`src/rtl/capture_pkg.sv`:
```
// Shared definitions for the frame capture core.
// Frame geometry, UART bit timing, command bytes,
// vector types and the state encodings of the FSMs.
`default_nettype none

package capture_pkg;

    // frame geometry.
    localparam int frame_width  = 8;
    localparam int frame_height = 4;
    localparam int frame_pixels = frame_width * frame_height;

    // one pixel is red, green, blue from the top byte down.
    typedef logic [23:0] pixel_t;
    typedef logic [4:0]  addr_t;
    typedef logic [7:0]  byte_t;
    typedef logic [10:0] bit_cnt_t;

    // 125 MHz clock at 115200 bps.
    localparam bit_cnt_t clks_per_bit = 11'd1085;

    // ascii 'C' and 'R'.
    localparam byte_t cmd_capture = 8'h43;
    localparam byte_t cmd_readout = 8'h52;

    typedef enum logic [1:0] {
        writer_idle,
        writer_armed,
        writer_writing
    } writer_state_t;

    typedef enum logic [1:0] {
        reader_idle,
        reader_request,
        reader_wait_data,
        reader_send
    } reader_state_t;

    typedef enum logic [1:0] {
        uart_idle,
        uart_start,
        uart_data,
        uart_stop
    } uart_state_t;

endpackage

`default_nettype wire

```
`src/rtl/frame_capture_top.sv`:
```
// Frame capture top level.
// Command receiver, pixel writer, frame reader and the
// arbitrated frame store, all on one clock.
`default_nettype none

module frame_capture_top (
    input  wire logic                clk,
    input  wire logic                rst_n,
    input  wire logic                uart_rxd,
    input  wire logic                vsync,
    input  wire logic                de,
    input  wire capture_pkg::pixel_t pixel,
    input  wire logic                tx_ready,
    output logic                     tx_valid,
    output capture_pkg::byte_t       tx_byte,
    output logic                     tx_last,
    output logic                     frame_ready
);

    logic                capture_cmd;
    logic                readout_cmd;
    logic                wr_req;
    capture_pkg::addr_t  wr_addr;
    capture_pkg::pixel_t wr_pixel;
    logic                rd_req;
    capture_pkg::addr_t  rd_addr;
    logic                rd_gnt;
    capture_pkg::pixel_t rd_data;

    uart_cmd_rx uart_rx0 (
        .clk         (clk),
        .rst_n       (rst_n),
        .uart_rxd    (uart_rxd),
        .capture_cmd (capture_cmd),
        .readout_cmd (readout_cmd)
    );

    pixel_writer writer0 (
        .clk         (clk),
        .rst_n       (rst_n),
        .capture_cmd (capture_cmd),
        .vsync       (vsync),
        .de          (de),
        .pixel       (pixel),
        .wr_req      (wr_req),
        .wr_addr     (wr_addr),
        .wr_pixel    (wr_pixel),
        .frame_ready (frame_ready)
    );

    frame_reader reader0 (
        .clk         (clk),
        .rst_n       (rst_n),
        .readout_cmd (readout_cmd),
        .rd_req      (rd_req),
        .rd_addr     (rd_addr),
        .rd_gnt      (rd_gnt),
        .rd_data     (rd_data),
        .tx_valid    (tx_valid),
        .tx_byte     (tx_byte),
        .tx_last     (tx_last),
        .tx_ready    (tx_ready)
    );

    store_arbiter arbiter0 (
        .clk      (clk),
        .rst_n    (rst_n),
        .wr_req   (wr_req),
        .wr_addr  (wr_addr),
        .wr_pixel (wr_pixel),
        .rd_req   (rd_req),
        .rd_addr  (rd_addr),
        .rd_gnt   (rd_gnt),
        .rd_data  (rd_data)
    );

endmodule

`default_nettype wire

```
`src/rtl/frame_reader.sv`:
```
// Frame readout as a byte stream.
// Reads each stored pixel through the arbiter and sends it as
// red, green and blue bytes with ready/valid and a last flag.
`default_nettype none

module frame_reader (
    input  wire logic                clk,
    input  wire logic                rst_n,
    input  wire logic                readout_cmd,
    output logic                     rd_req,
    output capture_pkg::addr_t       rd_addr,
    input  wire logic                rd_gnt,
    input  wire capture_pkg::pixel_t rd_data,
    output logic                     tx_valid,
    output capture_pkg::byte_t       tx_byte,
    output logic                     tx_last,
    input  wire logic                tx_ready
);

    capture_pkg::reader_state_t state;
    capture_pkg::pixel_t        pix_q;
    logic [1:0]                 byte_sel;
    logic                       last_pixel;

    assign last_pixel = rd_addr == capture_pkg::addr_t'(capture_pkg::frame_pixels - 1);

    always_ff @(posedge clk) begin
        if (!rst_n) begin
            state    <= capture_pkg::reader_idle;
            rd_req   <= 1'b0;
            rd_addr  <= '0;
            tx_valid <= 1'b0;
            byte_sel <= 2'd0;
        end else begin
            case (state)
                capture_pkg::reader_idle: begin
                    if (readout_cmd) begin
                        rd_addr <= '0;
                        rd_req  <= 1'b1;
                        state   <= capture_pkg::reader_request;
                    end
                end
                capture_pkg::reader_request: begin
                    // address is held until the writer leaves a free cycle.
                    if (rd_gnt) begin
                        rd_req <= 1'b0;
                        state  <= capture_pkg::reader_wait_data;
                    end
                end
                capture_pkg::reader_wait_data: begin
                    byte_sel <= 2'd0;
                    tx_valid <= 1'b1;
                    state    <= capture_pkg::reader_send;
                end
                capture_pkg::reader_send: begin
                    if (tx_ready) begin
                        if (byte_sel == 2'd2) begin
                            tx_valid <= 1'b0;
                            if (last_pixel) begin
                                state <= capture_pkg::reader_idle;
                            end else begin
                                rd_addr <= rd_addr + 1'b1;
                                rd_req  <= 1'b1;
                                state   <= capture_pkg::reader_request;
                            end
                        end else begin
                            byte_sel <= byte_sel + 1'b1;
                        end
                    end
                end
                default: begin
                    state <= capture_pkg::reader_idle;
                end
            endcase
        end
    end

    // store data is valid in the cycle after the grant.
    always_ff @(posedge clk) begin
        if (state == capture_pkg::reader_wait_data) begin
            pix_q <= rd_data;
        end
    end

    always_comb begin
        case (byte_sel)
            2'd0:    tx_byte = pix_q[23:16];
            2'd1:    tx_byte = pix_q[15:8];
            default: tx_byte = pix_q[7:0];
        endcase
    end

    assign tx_last = tx_valid && last_pixel && byte_sel == 2'd2;

endmodule

`default_nettype wire

```
`src/rtl/frame_store.sv`:
```
// Single-port frame memory.
// One pixel word per address, read data is registered.
`default_nettype none

module frame_store (
    input  wire logic                clk,
    input  wire logic                en,
    input  wire logic                we,
    input  wire capture_pkg::addr_t  addr,
    input  wire capture_pkg::pixel_t wdata,
    output capture_pkg::pixel_t      rdata
);

    capture_pkg::pixel_t mem [0:capture_pkg::frame_pixels-1];

    // a read and a write never share a cycle on the single port.
    always_ff @(posedge clk) begin
        if (en) begin
            if (we) begin
                mem[addr] <= wdata;
            end else begin
                rdata <= mem[addr];
            end
        end
    end

endmodule

`default_nettype wire

```
`src/rtl/pixel_writer.sv`:
```
// Pixel writer for one captured frame.
// Arms on a capture command, starts on the next vsync rising edge
// and writes each active pixel to the next store address.
`default_nettype none

module pixel_writer (
    input  wire logic                clk,
    input  wire logic                rst_n,
    input  wire logic                capture_cmd,
    input  wire logic                vsync,
    input  wire logic                de,
    input  wire capture_pkg::pixel_t pixel,
    output logic                     wr_req,
    output capture_pkg::addr_t       wr_addr,
    output capture_pkg::pixel_t      wr_pixel,
    output logic                     frame_ready
);

    capture_pkg::writer_state_t state;
    capture_pkg::addr_t         pix_cnt;
    logic                       vsync_q;
    logic                       vsync_rise;

    assign vsync_rise = vsync && !vsync_q;

    always_ff @(posedge clk) begin
        if (!rst_n) begin
            state       <= capture_pkg::writer_idle;
            pix_cnt     <= '0;
            vsync_q     <= 1'b0;
            wr_req      <= 1'b0;
            frame_ready <= 1'b0;
        end else begin
            vsync_q <= vsync;
            wr_req  <= 1'b0;
            // the last write lands on this edge.
            if (wr_req && wr_addr == capture_pkg::addr_t'(capture_pkg::frame_pixels - 1)) begin
                frame_ready <= 1'b1;
            end
            case (state)
                capture_pkg::writer_idle: begin
                    if (capture_cmd) begin
                        frame_ready <= 1'b0;
                        state       <= capture_pkg::writer_armed;
                    end
                end
                capture_pkg::writer_armed: begin
                    if (vsync_rise) begin
                        pix_cnt <= '0;
                        state   <= capture_pkg::writer_writing;
                    end
                end
                capture_pkg::writer_writing: begin
                    // further vsync edges are ignored until the frame is full.
                    if (de) begin
                        wr_req  <= 1'b1;
                        pix_cnt <= pix_cnt + 1'b1;
                        if (pix_cnt == capture_pkg::addr_t'(capture_pkg::frame_pixels - 1)) begin
                            state <= capture_pkg::writer_idle;
                        end
                    end
                end
                default: begin
                    state <= capture_pkg::writer_idle;
                end
            endcase
        end
    end

    // address and pixel for the write request.
    always_ff @(posedge clk) begin
        if (state == capture_pkg::writer_writing && de) begin
            wr_addr  <= pix_cnt;
            wr_pixel <= pixel;
        end
    end

endmodule

`default_nettype wire

```
`src/rtl/store_arbiter.sv`:
```
// Fixed-priority access to the frame store.
// The pixel writer always wins, the frame reader gets idle cycles.
// Holds the frame store instance.
`default_nettype none

module store_arbiter (
    input  wire logic                clk,
    input  wire logic                rst_n,
    input  wire logic                wr_req,
    input  wire capture_pkg::addr_t  wr_addr,
    input  wire capture_pkg::pixel_t wr_pixel,
    input  wire logic                rd_req,
    input  wire capture_pkg::addr_t  rd_addr,
    output logic                     rd_gnt,
    output capture_pkg::pixel_t      rd_data
);

    logic                store_en;
    logic                store_we;
    capture_pkg::addr_t  store_addr;
    capture_pkg::pixel_t store_wdata;
    logic                rd_busy;

    // only one read in flight while its data returns.
    assign rd_gnt = rd_req && !wr_req && !rd_busy;

    always_ff @(posedge clk) begin
        if (!rst_n) begin
            rd_busy <= 1'b0;
        end else begin
            rd_busy <= rd_gnt;
        end
    end

    // route the winning port to the store.
    always_comb begin
        store_en    = wr_req || rd_gnt;
        store_we    = wr_req;
        store_addr  = wr_req ? wr_addr : rd_addr;
        store_wdata = wr_pixel;
    end

    frame_store store0 (
        .clk   (clk),
        .en    (store_en),
        .we    (store_we),
        .addr  (store_addr),
        .wdata (store_wdata),
        .rdata (rd_data)
    );

endmodule

`default_nettype wire

```
`src/rtl/uart_cmd_rx.sv`:
```
// UART 8N1 command receiver.
// Synchronizes the line, samples each bit in its middle and
// decodes the capture and readout command bytes into pulses.
`default_nettype none

module uart_cmd_rx (
    input  wire logic clk,
    input  wire logic rst_n,
    input  wire logic uart_rxd,
    output logic      capture_cmd,
    output logic      readout_cmd
);

    capture_pkg::uart_state_t state;
    capture_pkg::bit_cnt_t    timer;
    capture_pkg::byte_t       shreg;
    logic [2:0]               bit_idx;
    logic                     rxd_meta;
    logic                     rxd_sync;
    logic                     bit_end;

    // two-flop synchronizer, line idles high.
    always_ff @(posedge clk) begin
        if (!rst_n) begin
            rxd_meta <= 1'b1;
            rxd_sync <= 1'b1;
        end else begin
            rxd_meta <= uart_rxd;
            rxd_sync <= rxd_meta;
        end
    end

    assign bit_end = timer == capture_pkg::clks_per_bit - 1'b1;

    always_ff @(posedge clk) begin
        if (!rst_n) begin
            state       <= capture_pkg::uart_idle;
            timer       <= '0;
            bit_idx     <= 3'd0;
            capture_cmd <= 1'b0;
            readout_cmd <= 1'b0;
        end else begin
            capture_cmd <= 1'b0;
            readout_cmd <= 1'b0;
            case (state)
                capture_pkg::uart_idle: begin
                    timer <= '0;
                    if (!rxd_sync) begin
                        state <= capture_pkg::uart_start;
                    end
                end
                capture_pkg::uart_start: begin
                    // middle of the start bit, a glitch returns to idle.
                    if (timer == capture_pkg::bit_cnt_t'(capture_pkg::clks_per_bit / 2 - 1)) begin
                        timer   <= '0;
                        bit_idx <= 3'd0;
                        state   <= rxd_sync ? capture_pkg::uart_idle : capture_pkg::uart_data;
                    end else begin
                        timer <= timer + 1'b1;
                    end
                end
                capture_pkg::uart_data: begin
                    if (bit_end) begin
                        timer   <= '0;
                        bit_idx <= bit_idx + 1'b1;
                        if (bit_idx == 3'd7) begin
                            state <= capture_pkg::uart_stop;
                        end
                    end else begin
                        timer <= timer + 1'b1;
                    end
                end
                capture_pkg::uart_stop: begin
                    if (bit_end) begin
                        timer       <= '0;
                        capture_cmd <= rxd_sync && shreg == capture_pkg::cmd_capture;
                        readout_cmd <= rxd_sync && shreg == capture_pkg::cmd_readout;
                        state       <= capture_pkg::uart_idle;
                    end else begin
                        timer <= timer + 1'b1;
                    end
                end
                default: begin
                    state <= capture_pkg::uart_idle;
                end
            endcase
        end
    end

    // data bits arrive lsb first.
    always_ff @(posedge clk) begin
        if (state == capture_pkg::uart_data && bit_end) begin
            shreg <= {rxd_sync, shreg[7:1]};
        end
    end

endmodule

`default_nettype wire

```
`config.mk`:
```
export PLATFORM = sky130hd
export DESIGN_NAME = frame_capture_top
export DESIGN_NICKNAME = d
export VERILOG_FILES = /design/src/rtl/capture_pkg.sv /design/src/rtl/frame_capture_top.sv /design/src/rtl/frame_reader.sv /design/src/rtl/frame_store.sv /design/src/rtl/pixel_writer.sv /design/src/rtl/store_arbiter.sv /design/src/rtl/uart_cmd_rx.sv
export SDC_FILE = /design/constraint.sdc
export NUM_CORES = 1
export LEC_CHECK = 0
export BUFFER_PORTS_ARGS = -buffer_cell sky130_fd_sc_hd__buf_2
export CORE_MARGIN = 4
export CORE_UTILIZATION = 50
export DETAILED_ROUTE_END_ITERATION = 8
export HOLD_SLACK_MARGIN = 0.03
export PLACE_DENSITY = 0.68
export SLEW_MARGIN = 30
export SYNTH_ARGS = -nofsm -noshare
export SYNTH_HDL_FRONTEND = slang
export SYNTH_HIERARCHICAL = 1
export SYNTH_SLANG_ARGS = --single-unit
```
`constraint.sdc`:
```
create_clock -name clk -period 3.9 [get_ports clk]
set_input_delay 0.78 -clock clk [delete_from_list [all_inputs] [get_ports clk]]
set_output_delay 0.78 -clock clk [all_outputs]
set_load 0.005 [all_outputs]
```
Yosys cells after proc, flatten, opt, wreduce, memory -nomap -nowiden
Memories as Yosys holds them, arrays and structs flattened. A register that Yosys moved wholly into a read port is not among the register bits.
Index checks and enable logic that the tools add are counted.
- bits in registers: 103
- memory bits (writable): 768
- bits of input ports: 30
- output and inout bits: 11
- word-level logic and storage cells: 151
- memories kept: 1
- memories (name ; words ; bits a word ; rd ports ; clocked after Yosys merged registers in ; wr ports ; RTL line ; text):
    arbiter0.store0.mem ; 32 ; 24 ; 1 ; 1 ; 1 ; frame_store.sv:14 ; capture_pkg::pixel_t mem [0:capture_pkg::frame_pixels-1];
- add/subtract/negate cells: 5
- equal/unequal tests: 33
- muxes and demuxes: 53
- bitwise operators: 1
- reduce and logical (&&, ||, !) cells: 36
- operators by type and width (cell ; count):
    two-way mux 5 bit ; 7
    one-hot mux 11 bit (3 select lines) ; 1
    two-way mux 2 bit ; 16
    two-way mux 11 bit ; 2
    one-hot mux 5 bit (2 select lines) ; 2
    equality test 8 x 7 -> 1 bit (second input constant) ; 2
    inequality test 2 x 1 -> 1 bit (second input constant) ; 8
    one-hot mux 2 bit (4 select lines) ; 2
    one-hot mux 8 bit (2 select lines) ; 1
    equality test 5 bit (second input constant) ; 3
    two-way mux 1 bit ; 15
    AND reduction 3 bit ; 5
    inequality test 2 bit (second input constant) ; 7
    equality test 2 bit (second input constant) ; 6
    adder 11 x 1 -> 11 bit (second input constant) ; 1
    equality test 11 x 10 -> 1 bit (second input constant) ; 1
    equality test 11 bit (second input constant) ; 1
    adder 5 x 1 -> 5 bit (second input constant) ; 2
    logical AND 1 bit ; 10
    AND reduction 5 bit ; 2
    equality test 2 x 1 -> 1 bit (second input constant) ; 4
    logical NOT 2 bit ; 4
    AND reduction 4 bit ; 2
    nonzero test 2 bit ; 4
    16 further kinds ; 20

Logic depth before layout (Yosys ltp)
- word-level depth: 6
- gate-level depth with buffers: 9
- depth with buffers taken out: 6

By module
The synthesis kept the hierarchy.
- by module, submodules not included (module ; times used ; cells each ; area each (µm²) ; seq. area each (µm²)):
    frame_store ; 1 ; 1600 ; 30111.4 ; 23782.8
    frame_reader ; 1 ; 134 ; 1604.0 ; 940.9
    pixel_writer ; 1 ; 81 ; 1331.3 ; 1071.0
    uart_cmd_rx ; 1 ; 112 ; 1232.4 ; 640.6
    store_arbiter ; 1 ; 11 ; 132.6 ; 20.0

Least setup slack after synthesis
No wires, ideal clock.
- kind: register to register
- from: register writer0.wr_req
- to: memory arbiter0/store0/mem[27][0] (netlist bit) (enable)
- library setup time: 435 ps
- arrival time: 3324 ps
- data required time: 3465 ps
- slack: 141 ps
- stages on the path, launching flop included: 8
- buffers on the path: 4
- clock period less this slack: 3759 ps
- cells stage by stage: dfxtp_1 > buf_6 > mux2_4 > buf_2 > buf_2 > buf_2 > nand4_1 > nor3_1
- elaborated cells between the ends (all ways): 8
- those cells by class: mux: 4; reduce/logical: 4
- RTL lines (item ; RTL line ; text):
    from (decl) ; pixel_writer.sv:13 ; output logic wr_req,
    from (signal assigned) ; pixel_writer.sv:31 ; wr_req <= 1'b0;
    from (signal assigned) ; pixel_writer.sv:35 ; wr_req <= 1'b0;
    from (signal assigned) ; pixel_writer.sv:56 ; wr_req <= 1'b1;
    two-way mux 5 bit ; store_arbiter.sv:39 ; store_addr = wr_req ? wr_addr : rd_addr;
    net arbiter0.store_addr[1] ; store_arbiter.sv:20 ; capture_pkg::addr_t store_addr;
    to (decl) ; frame_store.sv:14 ;
The timed path passes the listed nets, and every way through them passes these cells.

Worst setup path in the final report
- from: register reader0.byte_sel[0]
- to: output tx_byte[2]
- cells in the longest elaborated chain, start to end: 2
- elaborated cells between the ends (all ways): 3
- those cells by class: eq/ne: 1; mux: 1; reduce/logical: 1
- ends and longest elaborated chain (item ; RTL line ; text):
    from (decl) ; frame_reader.sv:22 ; logic [1:0] byte_sel;
    from (signal assigned) ; frame_reader.sv:67 ; byte_sel <= byte_sel + 1'b1;
    equality test 2 x 1 -> 1 bit or logical NOT 2 bit (tied branches) ; frame_reader.sv:86 ; case (byte_sel)
    one-hot mux 8 bit (2 select lines) * ; frame_reader.sv:86 ;
    to (decl) ; frame_capture_top.sv:15 ; output capture_pkg::byte_t tx_byte,
Mark *: on every way between the ends. The rest lies on a longest branch, timed or not.

==> results.md <==
* Crit path capture type: primary output
* Iter 0 DRT Violations at 1943
* Worst hold path class: primary input to flop
* Final Hold Fails at 0
* Mapped Nets at 1985
* Clock root buffer: clkbuf_16
* Wire per inst at 26.40 um
* Post-synth cell types at 68
* NumNets Final at 2109
* DP Cell Count at 2831
* Synth cell count leaders: 853 x edfxtp_1, 390 x mux2i_1, 192 x o22ai_1
* GRT overflow at 0
* Worst-margin pin slew at 0.9806 ns
* Worst clock skew at 0.02634 ns
* Mapped cell area at 0.03441 mm^2
* Vias in the first global route at 17951
* Main synth FF type: edfxtp_1
* Rel. slew slack at 0.3447
* Vias per inst at 6.066
* Arr. time, crit path at 2.55 ns
* Residual DRC at 0
* CTS Hold Bufs at 0
* Critical path peak fanout at 9
* Chip width at 270.3 um
* Tcrit/Tclk final at 0.8548
* Synth top area cells: edfxtp_1 74%, mux2i_1 11%, o22ai_1 3.5%
* PostCTS Resize Cnt at 0
* Pin count of the biggest net entering global routing at 99
* Ports at 41
* GP Congestion at 0.8318
* Fill count at 4943
* Maximum vdd drop at 0.2955 mV
* Register area share after synthesis at 0.7688
* Diodes inserted at 0
* # setup viols final at 0
* Die H at 270.3 um
* # clock sinks at 895
* Ys async rst share at 0
* Status: finished, final reports clean
* Area delta synth->final at 13.53%
* Fin cells at 3006
* Clock Latency Late Sink at 0.63 ns
* Avg Synthesized Cell Area at 17.76 um^2
* Clock Pin Slew Worst Setup and Hold Paths at 0.06 ns
* TNS Setup at 0 ns
* Area share of the largest cell type after synthesis at 0.7444
* Antenna Nets Post-Route at 0
* Layout cell share with drive strength beyond 1 at 0.1510
* Rows at 95
* Setup crit start kind: flop
* Core area at 0.06775 mm^2
* Cell accounting for the most synthesized area: edfxtp_1
* Initial antenna violation count at 2
* Fmax at 300.0 MHz
* Initial core utilization at 0.5079
* Via count at 18233
* H-tree levels at 3
* RSZ-0062 raised after global routing: false
* Max Cap Violations at 0
* CTS tree: done
* FF+latch count, synth at 895
* Die ar. at 0.07308 mm^2
* Hpwl dp at 44.05 mm
* Drt pass-1 iters at 5
* Worst path required time at 3.12 ns
* Yosys warnings at 6
* Routed WL at 79.37 mm
* EDFF count, synth at 853
* First-pass GRT wire length at 116.2 mm
* Max Root-Sink Buffers at 3
* Fin. max-slew vios at 0
* Setup Buffers After CTS at 0
* GRT Util Overall at 0.2138
* Pleak at 11.77 nW
* Crit path kind: flop to primary output
* Post-synthesis cell count at 1938
* Buffers on Ports at 40
* Count leader, synth: edfxtp_1
* Pwr per Cell Area at 471.6 mW/mm^2
* Final Critical Period at 3.334 ns
* Num CTS Buffers at 87
-- cell usage in the layout, fill, tap and decap left out, types with 7 or more instances in the layout --
cell	count
edfxtp_1	853
mux2i_1	390
o22ai_1	192
clkbuf_16	88
buf_4	69
nand2_1	59
dfxtp_1	42
nor4_1	41
buf_2	40
clkbuf_1	26
nor2_4	22
nor2_1	21
clkinv_1	19
ha_1	17
inv_1	16
nand3_1	15
clkinv_2	15
buf_8	14
nand2b_1	11
a21oi_1	11
nand4_1	10
buf_6	10
nor4_2	9
nand3b_1	8
a22oi_1	8
nand4b_1	7
o21ai_0	7
-- final timing paths --
check / start / endpoint / slack (ns) / cells past startpoint
worst max register to register: writer0/wr_req / arbiter0/store0/rdata[16] / 0.72 / 6
worst min-delay path: pixel[4] / writer0/wr_pixel[4] / 0.33 / 1
worst max-delay path: reader0/byte_sel[0] / tx_byte[2] / 0.57 / 6
worst min register to register: arbiter0/store0/rdata[10] / reader0/pix_q[10] / 0.42 / 0
-- worst max-delay path, cell delays in order, from the launching register on --
cell and delay [ns]:
dfxtp_1 0.36, inv_1 0.10, ha_1 0.37, nor2_1 0.64
nand2_1 0.14, nand2_1 0.18, buf_2 0.15
-- area by class of cell --
class                      instances  area [um^2]  area share
clock buffer                     115         2313     0.05922
multi-input combinational        923         7610      0.1948
clock inverter                    45        376.6    0.009640
tap                              873         1092     0.02796
timing repair buffer             139         1161     0.02972
inverter                          16        60.06    0.001537
sequential                       895        26460      0.6772
-- registers in the layout (all words and copies together), names as in the netlist, 2 cells and up, named ones only --
| name | flops |
|---|---|
| uart_rx0/timer | 11 |
| writer0/wr_pixel | 24 |
| writer0/pix_cnt | 5 |
| reader0/rd_addr | 5 |
| writer0/wr_addr | 5 |
| uart_rx0/shreg | 8 |
| reader0/pix_q | 24 |
| writer0/state | 2 |
| arbiter0/store0/mem | 768 |
| arbiter0/store0/rdata | 24 |
| reader0/state | 2 |
| reader0/byte_sel | 2 |
| uart_rx0/bit_idx | 3 |
-- power by group --
part | switching, mW | internal, mW
Clock | 3.45 | 4.57
Combinational | 0.0186 | 0.0141
Sequential | 0.00234 | 10.4
Total | 3.47 | 14.9
-- cell families after synthesis --
group                      share of synthesized area
and+or+nand+nor                              0.04356
adders and majority gates                   0.006181
buffers and inverters                        0.01811
DFF                                           0.7688
muxes                                         0.1156
xor gates and xnor gates                    0.002800
AOI/OAI and AO/OA                            0.04494
-- per-layer routing --
| metal | vias to the layer above | track usage | routed length (um) | share of wire |
|---|---|---|---|---|
| li1 | 8039 | - | - | - |
| met1 | 9367 | 0.2999 | 32760 | 0.41 |
| met2 | 676 | 0.3455 | 37930 | 0.48 |
| met3 | 151 | 0.04291 | 6563 | 0.083 |
| met4 | 0 | 0.05874 | 2118 | 0.027 |
| met5 | - | 0 | 0 | 0 |
-- metrics by stage --
step | worst slack, ns | power [mW] | util | hold slack [ns] | area (um^2)
after floorplan | 0.1411 | 10.58 | - | 0.3863 | 34410
after global placement | 0.4569 | 10.60 | 0.5312 | 0.4041 | 35990
after detailed placement | 0.6631 | 10.60 | 0.5337 | 0.4054 | 36160
after CTS | 0.5895 | 18.50 | 0.5734 | 0.3038 | 38850
after global routing | 0.4249 | 18.91 | 0.5766 | 0.3075 | 39070
final | 0.5661 | 18.42 | 0.5766 | 0.3320 | 39070
(Power assumes the default switching activity.)
